File: config.mk
export PLATFORM = sky130hd
export DESIGN_NAME = fix_engine
export DESIGN_NICKNAME = d
export VERILOG_FILES = /design/src/common/fix_pkg.sv /design/src/fix_decode/fix_field_decoder.sv /design/src/fix_session/fix_session_ctrl.sv /design/src/fix_reply/fix_reply_builder.sv /design/src/design/fix_engine.sv
export SDC_FILE = /design/constraint.sdc
export NUM_CORES = 1
export LEC_CHECK = 0
export BUFFER_PORTS_ARGS = -buffer_cell sky130_fd_sc_hd__clkbuf_2
export CORE_ASPECT_RATIO = 1.2
export CORE_MARGIN = 5
export CORE_UTILIZATION = 50
export DETAILED_ROUTE_END_ITERATION = 16
export PLACE_DENSITY_LB_ADDON = 0.25
export SYNTH_ARGS = -nofsm -noshare
export SYNTH_HDL_FRONTEND = slang
export SYNTH_SLANG_ARGS = --single-unit
File: constraint.sdc
create_clock -name clk -period 17.55 [get_ports clk]
set_input_delay 1.755 -clock clk [delete_from_list [all_inputs] [get_ports clk]]
set_output_delay 1.755 -clock clk [all_outputs]
set_load 0.05 [all_outputs]
File: src/common/fix_pkg.sv
// --------------------------------------------------------------------------
// FIX 4.2 subset only, ids at most 8 bytes, sequence numbers below 1000
// checksum and sequence values are rendered as three ASCII digits
// --------------------------------------------------------------------------
package fix_pkg;

	localparam logic [7:0] SOH      = 8'h01;	// field delimiter
	localparam logic [7:0] ASCII_EQ = 8'h3D;	// '='
	localparam logic [7:0] ASCII_0  = 8'h30;	// '0'

	localparam int MAX_VALUE_BYTES = 8;		// later bytes dropped, still counted

	localparam logic [13:0] TAG_BEGIN  = 14'd8;
	localparam logic [13:0] TAG_SEQ    = 14'd34;
	localparam logic [13:0] TAG_TYPE   = 14'd35;
	localparam logic [13:0] TAG_SENDER = 14'd49;
	localparam logic [13:0] TAG_TARGET = 14'd56;
	localparam logic [13:0] TAG_CSUM   = 14'd10;

	localparam logic [7:0] MSG_LOGON     = 8'h41;	// 'A'
	localparam logic [7:0] MSG_HEARTBEAT = 8'h30;	// '0'
	localparam logic [7:0] MSG_TEST_REQ  = 8'h31;	// '1'
	localparam logic [7:0] MSG_LOGOUT    = 8'h35;	// '5'

	// one-hot so a corrupted state is detectable
	typedef enum logic [1:0] {
		DISCONNECTED = 2'b01,
		LOGGED_ON    = 2'b10
	} fix_sess_state_e;

	// decoder -> session ctrl, one cycle pulse per field
	typedef struct packed {
		logic [13:0] tag;		// binary tag number
		logic [63:0] value;		// ascii, left aligned
		logic [3:0]  value_len;		// saturates at 15, >8 means truncated
		logic        is_last;		// tag 10 field
		logic        csum_ok;		// only meaningful with is_last
		logic        valid;
	} fix_field_t;

	// session ctrl -> reply builder, held until req_ready
	typedef struct packed {
		logic [7:0]  msg_type;		// ascii type char
		logic [9:0]  seq_num;		// outbound seq, binary
		logic [63:0] target_id;		// ascii, left aligned
		logic [3:0]  target_len;	// 0..8
		logic        valid;
	} fix_reply_req_t;

	// binary to three ascii digits, hundreds first
	function automatic logic [23:0] to_dec3(input logic [13:0] n);
		logic [13:0] h;
		logic [13:0] t;
		logic [13:0] o;
		h = (n / 14'd100) % 14'd10;
		t = (n / 14'd10) % 14'd10;
		o = n % 14'd10;
		return {ASCII_0 + h[7:0], ASCII_0 + t[7:0], ASCII_0 + o[7:0]};
	endfunction

endpackage

File: src/fix_decode/fix_field_decoder.sv
// --------------------------------------------------------------------------
// takes one byte per valid cycle, no back-pressure on rx
// checksum restarts at every "8=", only the first 8 value bytes are kept
// --------------------------------------------------------------------------
`timescale 1ns/1ps

module fix_field_decoder (
	input  logic                clk,
	input  logic                rst_n_i,
	input  logic [7:0]          rx_byte_i,
	input  logic                rx_valid_i,
	output fix_pkg::fix_field_t field_o
);

	// sum of "8=" already consumed when tag 8 is recognised
	localparam logic [7:0] BEGIN_SUM = 8'h38 + fix_pkg::ASCII_EQ;

	logic                in_value_q;	// 0 tag phase, 1 value phase
	logic [13:0]         tag_q;		// tag digits so far
	logic [63:0]         val_q;		// value bytes, left aligned
	logic [3:0]          len_q;		// value byte count
	logic [9:0]          num_q;		// value read as decimal
	logic [7:0]          csum_q;		// running sum mod 256
	logic [7:0]          mark_q;		// sum through last SOH
	logic                is_digit;
	logic                is_csum;
	fix_pkg::fix_field_t field_q;

	assign is_digit = (rx_byte_i >= 8'h30) && (rx_byte_i <= 8'h39);
	assign is_csum  = (tag_q == fix_pkg::TAG_CSUM);
	assign field_o  = field_q;

	always_ff @(posedge clk or negedge rst_n_i) begin
		if (!rst_n_i) begin
			in_value_q <= 1'b0;
			tag_q      <= '0;
			val_q      <= '0;
			len_q      <= '0;
			num_q      <= '0;
			csum_q     <= '0;
			mark_q     <= '0;
			field_q    <= '0;
		end else begin
			field_q.valid   <= 1'b0;	// pulse only
			field_q.is_last <= 1'b0;
			field_q.csum_ok <= 1'b0;
			if (rx_valid_i) begin
				csum_q <= csum_q + rx_byte_i;
				if (!in_value_q) begin
					if (rx_byte_i == fix_pkg::ASCII_EQ) begin
						in_value_q <= 1'b1;
						if (tag_q == fix_pkg::TAG_BEGIN) begin
							csum_q <= BEGIN_SUM;	// new message
						end
					end else if (is_digit) begin
						tag_q <= tag_q * 14'd10 + {10'b0, rx_byte_i[3:0]};
					end else begin
						tag_q <= '0;	// stray byte, restart tag
					end
				end else if (rx_byte_i == fix_pkg::SOH) begin
					in_value_q <= 1'b0;
					tag_q      <= '0;
					val_q      <= '0;
					len_q      <= '0;
					num_q      <= '0;
					mark_q     <= csum_q + rx_byte_i;	// includes this SOH
					field_q.tag       <= tag_q;
					field_q.value     <= val_q;
					field_q.value_len <= len_q;
					field_q.is_last   <= is_csum;
					// old mark_q is the sum up to the SOH before "10="
					field_q.csum_ok   <= is_csum && (num_q == {2'b00, mark_q});
					field_q.valid     <= 1'b1;
				end else begin
					if (len_q < 4'(fix_pkg::MAX_VALUE_BYTES)) begin
						val_q[63 - 8*len_q -: 8] <= rx_byte_i;
					end
					if (len_q != 4'hf) begin
						len_q <= len_q + 4'd1;	// saturating
					end
					num_q <= num_q * 10'd10 + {6'b0, rx_byte_i[3:0]};
				end
			end
		end
	end

	// csum_ok must ride on a real checksum field pulse
	a_csum_on_last: assert property (@(posedge clk) disable iff (!rst_n_i)
		field_o.csum_ok |-> field_o.valid && field_o.is_last &&
			(field_o.tag == fix_pkg::TAG_CSUM));

endmodule

File: src/fix_session/fix_session_ctrl.sv
// --------------------------------------------------------------------------
// single pending reply, decisions made while it is still held are dropped
// no resend or gap fill, a sequence mismatch always ends the session
// --------------------------------------------------------------------------
`timescale 1ns/1ps

module fix_session_ctrl #(
	parameter int unsigned HB_INTERVAL = 1000	// idle cycles before heartbeat
) (
	input  logic                    clk,
	input  logic                    rst_n_i,
	input  fix_pkg::fix_field_t     field_i,
	output fix_pkg::fix_reply_req_t req_o,
	input  logic                    req_ready_i,
	output logic                    session_up_o
);

	localparam int HB_W = $clog2(HB_INTERVAL + 1);

	fix_pkg::fix_sess_state_e state_q;
	fix_pkg::fix_reply_req_t  req_q;
	logic [7:0]               msg_type_q;	// tag 35 of current msg
	logic [9:0]               seq_in_q;		// tag 34, binary
	logic [63:0]              sender_q;		// tag 49
	logic [3:0]               sender_len_q;
	logic [63:0]              target_q;		// peer id captured at logon
	logic [3:0]               target_len_q;
	logic [9:0]               exp_seq_q;	// next expected inbound
	logic [9:0]               out_seq_q;	// next outbound
	logic [HB_W-1:0]          hb_cnt_q;
	logic                     msg_done;
	logic                     hb_fire;
	logic                     req_free;
	logic                     issue;
	logic                     load;
	logic                     accept;
	logic                     go_up;
	logic                     go_down;
	logic [7:0]               rep_type;

	// ascii decimal value bytes to binary
	function automatic logic [9:0] dec_to_bin(input logic [63:0] v, input logic [3:0] len);
		logic [9:0] acc;
		acc = '0;
		for (int i = 0; i < fix_pkg::MAX_VALUE_BYTES; i++) begin
			if (i < len) begin
				acc = acc * 10'd10 + {6'b0, v[59 - 8*i -: 4]};	// low nibble of the digit
			end
		end
		return acc;
	endfunction

	assign msg_done     = field_i.valid && field_i.is_last && field_i.csum_ok;
	assign hb_fire      = (state_q == fix_pkg::LOGGED_ON) && (hb_cnt_q >= HB_W'(HB_INTERVAL));
	assign req_free     = !req_q.valid || req_ready_i;	// slot empty or leaving now
	assign load         = issue && req_free;
	assign req_o        = req_q;
	assign session_up_o = (state_q == fix_pkg::LOGGED_ON);

	always_comb begin
		issue    = 1'b0;
		accept   = 1'b0;
		go_up    = 1'b0;
		go_down  = 1'b0;
		rep_type = fix_pkg::MSG_HEARTBEAT;
		if (msg_done) begin
			if (state_q == fix_pkg::DISCONNECTED) begin
				if (msg_type_q == fix_pkg::MSG_LOGON) begin
					go_up    = 1'b1;
					issue    = 1'b1;
					accept   = 1'b1;
					rep_type = fix_pkg::MSG_LOGON;
				end	// anything else ignored
			end else if (seq_in_q != exp_seq_q) begin
				go_down  = 1'b1;	// gap, drop the session
				issue    = 1'b1;
				rep_type = fix_pkg::MSG_LOGOUT;
			end else begin
				accept = 1'b1;
				case (msg_type_q)
					fix_pkg::MSG_TEST_REQ: issue = 1'b1;	// answered by heartbeat
					fix_pkg::MSG_LOGOUT: begin
						go_down  = 1'b1;
						issue    = 1'b1;
						rep_type = fix_pkg::MSG_LOGOUT;
					end
					default: ;	// heartbeat, no reply
				endcase
			end
		end else if (hb_fire) begin
			issue = 1'b1;	// idle too long
		end
	end

	// per-field capture, payload only
	always_ff @(posedge clk) begin
		if (field_i.valid) begin
			case (field_i.tag)
				fix_pkg::TAG_SEQ: seq_in_q <= dec_to_bin(field_i.value, field_i.value_len);
				fix_pkg::TAG_SENDER: begin
					sender_q     <= field_i.value;
					sender_len_q <= (field_i.value_len > 4'd8) ? 4'd8 : field_i.value_len;
				end
				default: ;
			endcase
		end
		if (go_up) begin
			target_q     <= sender_q;
			target_len_q <= sender_len_q;
		end
	end

	always_ff @(posedge clk or negedge rst_n_i) begin
		if (!rst_n_i) begin
			state_q    <= fix_pkg::DISCONNECTED;
			req_q      <= '0;
			msg_type_q <= '0;
			exp_seq_q  <= '0;
			out_seq_q  <= 10'd1;
			hb_cnt_q   <= '0;
		end else begin
			if (field_i.valid && field_i.tag == fix_pkg::TAG_BEGIN) begin
				msg_type_q <= '0;	// forget last message type
			end else if (field_i.valid && field_i.tag == fix_pkg::TAG_TYPE) begin
				msg_type_q <= field_i.value[63:56];
			end
			if (go_up) begin
				state_q   <= fix_pkg::LOGGED_ON;
				exp_seq_q <= seq_in_q + 10'd1;
			end else if (go_down) begin
				state_q <= fix_pkg::DISCONNECTED;
			end else if (accept) begin
				exp_seq_q <= exp_seq_q + 10'd1;
			end
			if (go_down) begin
				out_seq_q <= 10'd1;	// logout carries old value first
			end else if (load) begin
				out_seq_q <= out_seq_q + 10'd1;
			end
			if (state_q != fix_pkg::LOGGED_ON || accept || load) begin
				hb_cnt_q <= '0;
			end else if (!hb_fire) begin
				hb_cnt_q <= hb_cnt_q + 1'b1;
			end
			if (load) begin
				req_q.msg_type   <= rep_type;
				req_q.seq_num    <= out_seq_q;
				req_q.target_id  <= go_up ? sender_q : target_q;
				req_q.target_len <= go_up ? sender_len_q : target_len_q;
				req_q.valid      <= 1'b1;
			end else if (req_ready_i) begin
				req_q.valid <= 1'b0;	// taken by builder
			end
		end
	end

	// held request must not move until the builder takes it
	a_req_stable: assert property (@(posedge clk) disable iff (!rst_n_i)
		req_o.valid && !req_ready_i |=> req_o.valid && $stable(req_o));

	a_state_legal: assert property (@(posedge clk) disable iff (!rst_n_i)
		state_q inside {fix_pkg::DISCONNECTED, fix_pkg::LOGGED_ON});

endmodule

File: src/fix_reply/fix_reply_builder.sv
// --------------------------------------------------------------------------
// no BodyLength or SendingTime, sender id ends at its first zero byte
// one reply at a time, byte and index hold while the FIFO reports full
// --------------------------------------------------------------------------
`timescale 1ns/1ps

module fix_reply_builder (
	input  logic                    clk,
	input  logic                    rst_n_i,
	input  fix_pkg::fix_reply_req_t req_i,
	output logic                    req_ready_o,
	input  logic [63:0]             sender_comp_id_i,
	input  logic                    tx_full_i,
	output logic [7:0]              tx_byte_o,
	output logic                    tx_write_o,
	output logic                    tx_last_o
);

	localparam logic [2:0]  F_BEGIN  = 3'd0;
	localparam logic [2:0]  F_TYPE   = 3'd1;
	localparam logic [2:0]  F_SEQ    = 3'd2;
	localparam logic [2:0]  F_SENDER = 3'd3;
	localparam logic [2:0]  F_TARGET = 3'd4;
	localparam logic [2:0]  F_CSUM   = 3'd5;
	localparam logic [63:0] BEGIN_STR = {"FIX.4.2", 8'h00};

	logic        busy_q;
	logic        ready_q;
	logic [2:0]  fidx_q;		// field in the layout
	logic [3:0]  bidx_q;		// byte within field
	logic [7:0]  sum_q;		// checksum of bytes written
	logic [7:0]  rq_type_q;
	logic [9:0]  rq_seq_q;
	logic [63:0] rq_tgt_q;
	logic [3:0]  rq_tlen_q;
	logic [3:0]  snd_len;
	logic [13:0] tag_num;
	logic [23:0] tag_txt;
	logic [3:0]  tlen;		// tag digits, 1 or 2
	logic [63:0] val;
	logic [3:0]  vlen;
	logic [3:0]  vpos;
	logic        field_end;
	logic [7:0]  cur_byte;

	always_comb begin
		snd_len = 4'd8;
		for (int k = 7; k >= 0; k--) begin
			if (sender_comp_id_i[63 - 8*k -: 8] == 8'h00) snd_len = 4'(k);	// first zero wins
		end
	end

	always_comb begin
		tag_num = fix_pkg::TAG_BEGIN;
		val     = BEGIN_STR;
		vlen    = 4'd7;
		case (fidx_q)
			F_TYPE: begin
				tag_num = fix_pkg::TAG_TYPE;
				val     = {rq_type_q, 56'b0};
				vlen    = 4'd1;
			end
			F_SEQ: begin
				tag_num = fix_pkg::TAG_SEQ;
				val     = {fix_pkg::to_dec3({4'b0, rq_seq_q}), 40'b0};	// zero padded
				vlen    = 4'd3;
			end
			F_SENDER: begin
				tag_num = fix_pkg::TAG_SENDER;
				val     = sender_comp_id_i;
				vlen    = snd_len;
			end
			F_TARGET: begin
				tag_num = fix_pkg::TAG_TARGET;
				val     = rq_tgt_q;
				vlen    = rq_tlen_q;
			end
			F_CSUM: begin
				tag_num = fix_pkg::TAG_CSUM;
				val     = {fix_pkg::to_dec3({6'b0, sum_q}), 40'b0};
				vlen    = 4'd3;
			end
			default: ;
		endcase
		tag_txt   = fix_pkg::to_dec3(tag_num);
		tlen      = (tag_num < 14'd10) ? 4'd1 : 4'd2;
		vpos      = bidx_q - tlen - 4'd1;
		field_end = (bidx_q == tlen + vlen + 4'd1);
		if (bidx_q < tlen) begin
			cur_byte = tag_txt[8*(tlen - 4'd1 - bidx_q) +: 8];	// low digits of to_dec3
		end else if (bidx_q == tlen) begin
			cur_byte = fix_pkg::ASCII_EQ;
		end else if (field_end) begin
			cur_byte = fix_pkg::SOH;
		end else begin
			cur_byte = val[63 - 8*vpos -: 8];
		end
	end

	assign req_ready_o = ready_q;
	assign tx_byte_o   = cur_byte;
	assign tx_write_o  = busy_q && !tx_full_i;
	assign tx_last_o   = tx_write_o && (fidx_q == F_CSUM) && field_end;

	always_ff @(posedge clk) begin
		if (!busy_q && ready_q && req_i.valid) begin
			rq_type_q <= req_i.msg_type;
			rq_seq_q  <= req_i.seq_num;
			rq_tgt_q  <= req_i.target_id;
			rq_tlen_q <= req_i.target_len;
		end
	end

	always_ff @(posedge clk or negedge rst_n_i) begin
		if (!rst_n_i) begin
			busy_q  <= 1'b0;
			ready_q <= 1'b0;
			fidx_q  <= F_BEGIN;
			bidx_q  <= '0;
			sum_q   <= '0;
		end else if (!busy_q) begin
			if (ready_q && req_i.valid) begin
				busy_q  <= 1'b1;	// first byte next cycle
				ready_q <= 1'b0;
				fidx_q  <= F_BEGIN;
				bidx_q  <= '0;
				sum_q   <= '0;
			end else begin
				ready_q <= 1'b1;
			end
		end else if (!tx_full_i) begin
			if (fidx_q != F_CSUM) sum_q <= sum_q + cur_byte;
			if (field_end) begin
				bidx_q <= '0;
				if (fidx_q == F_CSUM) begin
					busy_q  <= 1'b0;	// reply done
					ready_q <= 1'b1;
				end else begin
					fidx_q <= fidx_q + 3'd1;
				end
			end else begin
				bidx_q <= bidx_q + 4'd1;
			end
		end
	end

	a_no_write_full: assert property (@(posedge clk) disable iff (!rst_n_i)
		tx_full_i |-> !tx_write_o);

	// a blocked byte is presented again unchanged
	a_hold_on_full: assert property (@(posedge clk) disable iff (!rst_n_i)
		busy_q && tx_full_i |=> busy_q && $stable(tx_byte_o));

endmodule

File: src/design/fix_engine.sv
// --------------------------------------------------------------------------
// one host, administrative messages only, tx_write only while FIFO not full
// --------------------------------------------------------------------------
`timescale 1ns/1ps

module fix_engine #(
	parameter int unsigned HB_INTERVAL = 1000	// heartbeat period in cycles
) (
	input  logic        clk,
	input  logic        rst_n_i,
	input  logic [7:0]  rx_byte_i,		// from toe
	input  logic        rx_valid_i,
	input  logic [63:0] sender_comp_id_i,	// from app
	input  logic        tx_full_i,		// from fifo
	output logic [7:0]  tx_byte_o,		// to fifo
	output logic        tx_write_o,
	output logic        tx_last_o,
	output logic        session_up_o
);

	fix_pkg::fix_field_t     field;		// decoder -> session
	fix_pkg::fix_reply_req_t req;		// session -> builder
	logic                    req_ready;

	fix_field_decoder i_fix_field_decoder (
		.clk        (clk),
		.rst_n_i    (rst_n_i),
		.rx_byte_i  (rx_byte_i),
		.rx_valid_i (rx_valid_i),
		.field_o    (field)
	);

	fix_session_ctrl #(
		.HB_INTERVAL (HB_INTERVAL)
	) i_fix_session_ctrl (
		.clk          (clk),
		.rst_n_i      (rst_n_i),
		.field_i      (field),
		.req_o        (req),
		.req_ready_i  (req_ready),
		.session_up_o (session_up_o)
	);

	fix_reply_builder i_fix_reply_builder (
		.clk              (clk),
		.rst_n_i          (rst_n_i),
		.req_i            (req),
		.req_ready_o      (req_ready),
		.sender_comp_id_i (sender_comp_id_i),
		.tx_full_i        (tx_full_i),
		.tx_byte_o        (tx_byte_o),
		.tx_write_o       (tx_write_o),
		.tx_last_o        (tx_last_o)
	);

endmodule

Word-level counts from Yosys, hierarchy flattened
Cells that the tools add are included.
W data, S select, Z words.
{"block": "op_classes", "div_mod_pow": 15, "shift": 4, "multipliers": 9, "reduce_logical": 50, "n_mux": 114, "n_eq_ne": 34, "magnitude_cmp": 15, "n_addsub": 36}
{"op": "$pmux W64 S5", "count": 1}
{"op": "$mux W10", "count": 29}
{"op": "$mux W64", "count": 3}
{"op": "$mux W8", "count": 15}
{"op": "$mod A14 B4 Y14 const B", "count": 7}
{"op": "$add A10 B4 Y10", "count": 8}
{"op": "$mul A10 B3 Y9 const B", "count": 8}
{"op": "$add A6 B8 Y8 const A", "count": 9}
{"op": "$shift A8 B34 Y71 const A", "count": 1}
{"op": "$shiftx A71 B33 Y8", "count": 1}
{"op": "$shiftx A8 B34 Y71", "count": 1}
{"op": "$bwmux W64", "count": 1}
{"op": "$logic_not A8 Y1", "count": 8}
{"op": "$mux W4", "count": 16}
{"op": "$mux W14", "count": 4}
{"op": "$eq A14 B4 Y1 const B", "count": 3}
{"op": "$eq A14 B6 Y1 const B", "count": 3}
{"op": "$add A10 B1 Y10 const B", "count": 4}
{"op": "$neg A32 Y34", "count": 1}
{"op": "$shiftx A24 B33 Y8", "count": 1}
{"op": "$mux W1", "count": 30}
{"op": "$pmux W6 S5", "count": 1}
{"op": "$sub A29 B4 Y29", "count": 1}
{"op": "$mux W3", "count": 9}
{"op": "other kinds (54)", "count": 112}
{"block": "word_totals", "inputBits": 76, "regBits": 570, "out_inout_bits": 11}

Logic depth before layout (Yosys ltp)
{"block": "depth", "word_depth": 37, "depth_mapped": 41, "ltp_nobuf": 40}

Cells and area by module
A second synthesis with hierarchy kept.
{"block": "unflattened", "cells_unflattened": 3624, "hier_area_um2": 33360.7}
{"mod": "fix_session_ctrl", "cells_each": 1525, "instances": 1, "area_each_um2": 14231.1, "seq_area_each_um2": 6784.0}
{"mod": "fix_reply_builder", "cells_each": 1197, "instances": 1, "area_each_um2": 10000.8, "seq_area_each_um2": 3007.9}
{"mod": "fix_field_decoder", "cells_each": 902, "instances": 1, "area_each_um2": 9128.8, "seq_area_each_um2": 4854.7}

Worst setup path before layout
No wires, ideal clock.
{"block": "synth_timing", "kind": "register -> register", "startpoint": "reg i_fix_field_decoder.field_q, in the netlist i_fix_field_decoder.field_o[5]", "endpoint": "reg i_fix_session_ctrl.seq_in_q[9], data pin", "t_required_ns": 17.280, "slack_ns": 8.279, "stages_incl_launch_ff": 40, "t_arrival_ns": 9.001, "setup_ns": 0.270, "cell_sequence": "dfrtp_1 clkbuf_1 nor2_1 nand2_1 nor2_1 nor2b_1 ha_1 fa_1 mux2_2 ha_1 ha_1 xor2_1 o21ai_0 ha_1 ha_1 xor2_1 a21oi_1 ha_1 (+4 left out) ha_1 ha_1 xor2_1 xor2_1 o21ai_0 ha_1 ha_1 xnor2_1 xor2_1 o21ai_0 ha_1 ha_1 xnor2_1 nand3_1 xnor2_1 xnor2_1 xnor2_1 a21oi_1"}
{"block": "synth_via", "elab_chain_cells": 37, "word_cells_on_any_way": 44, "classes_between": "7 x add/sub; 7 x mul; 8 x order compare; 22 x mux"}
{"item": "start, declared", "line": "fix_field_decoder.sv:27", "rtl": "fix_pkg::fix_field_t field_q;"}
{"item": "$lt A1 B4 Y1", "line": "fix_session_ctrl.sv:46", "rtl": "if (i < len) begin"}
{"item": "$mux W4", "line": "fix_session_ctrl.sv:46"}
{"item": "$mux W10", "line": "fix_session_ctrl.sv:98", "rtl": "case (field_i.tag)"}
{"item": "$mux W10", "line": "fix_session_ctrl.sv:97", "rtl": "if (field_i.valid) begin"}
{"item": "$mul A10 B3 Y9", "line": "fix_session_ctrl.sv:47", "rtl": "acc = acc * 10'd10 + {6'b0, v[59 - 8*i -: 4]};"}
{"item": "$add A10 B4 Y10", "line": "fix_session_ctrl.sv:47"}
{"item": "$mux W10", "line": "fix_session_ctrl.sv:46"}
{"item": "$mux W10", "line": "fix_session_ctrl.sv:98"}
{"item": "(+21 left out)"}
{"item": "$mul A10 B3 Y9", "line": "fix_session_ctrl.sv:47"}
{"item": "$add A10 B4 Y10", "line": "fix_session_ctrl.sv:47"}
{"item": "$mux W10", "line": "fix_session_ctrl.sv:46"}
{"item": "$mux W10", "line": "fix_session_ctrl.sv:98"}
{"item": "$mux W10", "line": "fix_session_ctrl.sv:97"}
{"item": "$mul A10 B3 Y9", "line": "fix_session_ctrl.sv:47"}
{"item": "$add A10 B4 Y10", "line": "fix_session_ctrl.sv:47"}
{"item": "$mux W10 *", "line": "fix_session_ctrl.sv:46"}
{"item": "end signal, assigned", "line": "fix_session_ctrl.sv:99", "rtl": "fix_pkg::TAG_SEQ: seq_in_q <= dec_to_bin(field_i.value, field_i.value_len);"}
{"item": "end, declared", "line": "fix_session_ctrl.sv:23", "rtl": "logic [9:0] seq_in_q;"}
Mark *: on every way between the ends. The rest lies on a longest branch, timed or not. The select of a mux whose other input is x is not followed.
A chain may end at the register's enable or synchronous reset.

Worst setup path in the final report
{"block": "layout_timing", "startpoint": "reg i_fix_field_decoder.field_q, in the netlist i_fix_field_decoder.field_o[6]", "endpoint": "reg i_fix_session_ctrl.seq_in_q[9], data pin"}
The elaborated chain is that of the path after synthesis.

==> flow_summary_export.csv <==
group,metric,value,unit
clock_network,path_clk_slew,0.07,ns
pwr,peakVddDrop,0.186,mV
run,drv_cap,0,
floorplan,core,63300,um^2
final_layout,fin_util,55.2,%
sta,slew_violations,0,
global_routing,antenna_found_initial,0,
setup_path,cp-start-kind,"flop",
placement,port_buffers,86,
floorplan,floorplan.initialDensity,50.5,%
placement,gp_congestion,0.954,
final_layout,finalNetCount,3630,
setup_path,r2r-end,"i_fix_session_ctrl.seq_in_q[9]$_DFFE_PP_",
final_layout,final_cell_mix,"nand2_1, dfrtp_1, ha_1",
pwr,power_density,155,nW/um^2
synth,synth_compound_area_share,15.4,%
pwr,power.switching,2.31,mW
clock_network,hold_buffers,0,
drt,via_count,24701,
drt,drc_errors,0,
setup_path,cp_slowest_stage_delay,0.69,ns
setup_path,cpMostUsedCell,"ha_1",
min_path,hold_path.startpoint,"i_fix_session_ctrl.target_q[18]$_DFF_P_",
clock_network,numCtsBuffers,55,
setup_path,worstPathMaxFanout,27,
synth,yosysUniqueCellTypes,114,
synth,synth_edf_count,160,
drt,wirelength,83400,um
clock_network,post_cts_buffers,0,
clock_network,worstSkewPairLatency,0.61,ns
clock_network,cts_resized,0,
synth,synth-xor-area-share,5.78,%
pwr,pwr-share-comb,48.5,%
synth,synth-seq-cells,562,
setup_path,endpoint_kind,"flop",
sta,totalNegativeSetupSlack,0,ns
drt,ant_nets,0,
setup_path,crit_arrival,10.98,ns
floorplan,num_io_pins,87,
min_path,worstHoldPathCells,2,
final_layout,final_common_cell,"nand2_1",
drt,vias_per_cell,5.87,
synth,synth_ff_type,"dfrtp_1",
final_layout,design_area,35000,um^2
final_layout,drive_gt1_share,10.3,%
setup_path,worstPathRequired,17.88,ns
pwr,internal-power,3.13,mW
pwr,power_switching_share,42.4,%
sta,period_share,60.7,%
min_path,hp-class,"reg -> reg",
sta,skew,0.0174,ns
setup_path,rrSetupSlack,6.90,ns
floorplan,die_width,241,um
setup_path,reg2reg_depth,38,
global_routing,grt_pass1_wl,135000,um
sta,tightestPinTransition,1.18,ns
sta,max_slew_margin,20.6,%
synth,async_reset_ff_share,59.4,%
setup_path,timing.rr.start,"i_fix_field_decoder.field_o[6]$_DFFE_PN0P_",
synth,yosysSeqAreaShare,45.4,%
global_routing,grtUsageTotal,23.9,%
drt,drt-initial-drc-count,2053,
drt,avgRoutedWirePerCell,19.8,um
clock_network,htreeDepth,2,
floorplan,num_rows,101,
min_path,holdPathEnd,"i_fix_session_ctrl.target_q[18]$_DFF_P_",
clock_network,cts_buffer_depth,3,
setup_path,cpMaxStageDelayCell,"dfrtp_1",
pwr,pwr-share-seq,29.2,%
synth,syn_avg_cell_area,9.63,um^2
synth,synthSimpleGateAreaFrac,17.2,%
floorplan,die_area,69200,um^2
floorplan,die_h,287,um
pwr,p_clk_share,22.3,%
setup_path,critPathLaunch,"i_fix_field_decoder.field_o[6]$_DFFE_PN0P_",
final_layout,diodes,0,
sta,layout_min_cycle_time,10.65,ns
synth,synthMuxAreaShare,3.55,%
synth,synth_fa_ha_area_share,9.05,%
clock_network,cts-root-buf,"clkbuf_16",
sta,hold_viol,0,
placement,post_dp_cell_area,33100,um^2
global_routing,grt_max_degree,90,
sta,fmax,93.9,MHz
pwr,power_leakage,15.8,nW
synth,netlist_area,32000,um^2
clock_network,cts_tree,"built",
global_routing,grt.overflow.total,0,
clock_network,clock_sinks,562,
final_layout,final-instance-count-excl-fill,4211,
final_layout,area_delta_synth_final,9.28,%
drt,drt_first_pass_iters,7,
synth,yosys_warnings,0,
synth,synth_top_family_by_area,"simple AND/OR/NAND/NOR gates",
setup_path,criticalPathCategory,"reg -> reg",
sta,final-setup-viol-count,0,
sta,hold_ws,0.436,ns
sta,rsz0062_at_grt,"false",
synth,syn_inst,3322,
run_status,outcome,"completed",
placement,hpwl,62400,um
global_routing,grt_pass1_vias,24550,
placement,place_inst,4107,
## synth_stat cells, drive strengths merged, types with 22 or more instances
| cell type | number | area [um^2] |
|---|---|---|
| clkbuf | 118 | 443 |
| and3 | 25 | 156 |
| a31oi | 22 | 138 |
| nor3 | 38 | 216 |
| nand3 | 72 | 370 |
| a21o | 43 | 323 |
| a21oi | 156 | 792 |
| xor2 | 80 | 701 |
| fa | 22 | 440 |
| nand2 | 727 | 2730 |
| xnor2 | 129 | 1150 |
| nor2 | 182 | 686 |
| o21ai | 154 | 778 |
| nor2b | 26 | 163 |
| mux2 | 83 | 935 |
| nor4 | 31 | 200 |
| ha | 192 | 2400 |
| nand2b | 26 | 163 |
| buf | 37 | 223 |
| a221oi | 50 | 444 |
| inv | 131 | 497 |
| dfrtp | 332 | 8310 |
| a22o | 72 | 631 |
| edfxtp | 160 | 4800 |
| dfxtp | 68 | 1360 |
## how the worst max path moves through the flow
stage	slack, ns	cells after the start	end
2_1_floorplan	8.28	39	i_fix_session_ctrl.seq_in_q[9]$_DFFE_PP_
3_3_place_gp	7.08	38	i_fix_session_ctrl.seq_in_q[9]$_DFFE_PP_
3_5_place_dp	6.89	38	i_fix_session_ctrl.seq_in_q[9]$_DFFE_PP_
4_1_cts	6.87	38	i_fix_session_ctrl.seq_in_q[9]$_DFFE_PP_
5_1_grt	6.19	38	i_fix_session_ctrl.seq_in_q[9]$_DFFE_PP_
6_report	6.90	38	i_fix_session_ctrl.seq_in_q[9]$_DFFE_PP_
## through the flow
stage	power, mW	setup slack (ns)
finish	5.44	6.90
detailed placement	4.21	6.89
global route	5.77	6.19
floorplan	3.49	8.28
global placement	4.14	7.08
CTS	5.44	6.87
## cell families after synthesis
logic type | count (synthesis)
compound gates | 705
xor+xnor | 209
fa+ha+maj | 219
buf+inv | 289
flops | 562
mux | 103
other cells | 2
simple gates | 1233
## final cells by class
type	instances	area [um^2]
Clock buffer	81	1680
Clock inverter	23	225
Fill cell	5507	28300
Inverter	134	509
Multi-Input combinational cell	2473	16300
Sequential cell	562	14500
Tap cell	824	1030
Timing Repair Buffer	114	651
## power by group through the flow
stage	Clock [mW]	Sequential [mW]	Combinational [mW]
final	1.21	1.59	2.64
after global routing	1.29	1.60	2.88
after CTS	1.24	1.58	2.61
after detailed placement	0	1.61	2.60
after global placement	0	1.61	2.54
after floorplan	0	1.53	1.96
## per-layer routing
metal / up-vias / track usage (%) / wire length (um)
met5: - / 0 / 0
met4: 0 / 8.70 / 3330
met3: 158 / 2.26 / 3550
met2: 674 / 40.1 / 40400
met1: 12058 / 32.5 / 36100
li1: 11811 / - / -
## critical path: cells and delay by family, from the launching register on
kind	cells	cell delay (ns)
multiplexers	1	0.31
buffers and inverters	1	0.09
AO/OA/AOI/OAI	6	1.58
adder cells (fa/ha/maj)	14	4.61
XOR/XNOR	11	1.99
flip-flops	1	0.69
AND/OR/NAND/NOR	5	1.08
## state kept, by name (all words and copies together) (netlist names), 10 cells and up
register / count
i_fix_field_decoder.val_q: 64
i_fix_field_decoder.num_q: 10
i_fix_session_ctrl.sender_q: 64
i_fix_field_decoder.tag_q: 14
i_fix_session_ctrl.seq_in_q: 10
i_fix_session_ctrl.out_seq_q: 10
i_fix_reply_builder.rq_seq_q: 10
i_fix_session_ctrl.req_o: 83
i_fix_session_ctrl.exp_seq_q: 10
i_fix_session_ctrl.hb_cnt_q: 10
i_fix_reply_builder.rq_tgt_q: 64
i_fix_session_ctrl.target_q: 64
i_fix_field_decoder.field_o: 85
Note: power is estimated with default switching activity, not from simulation.
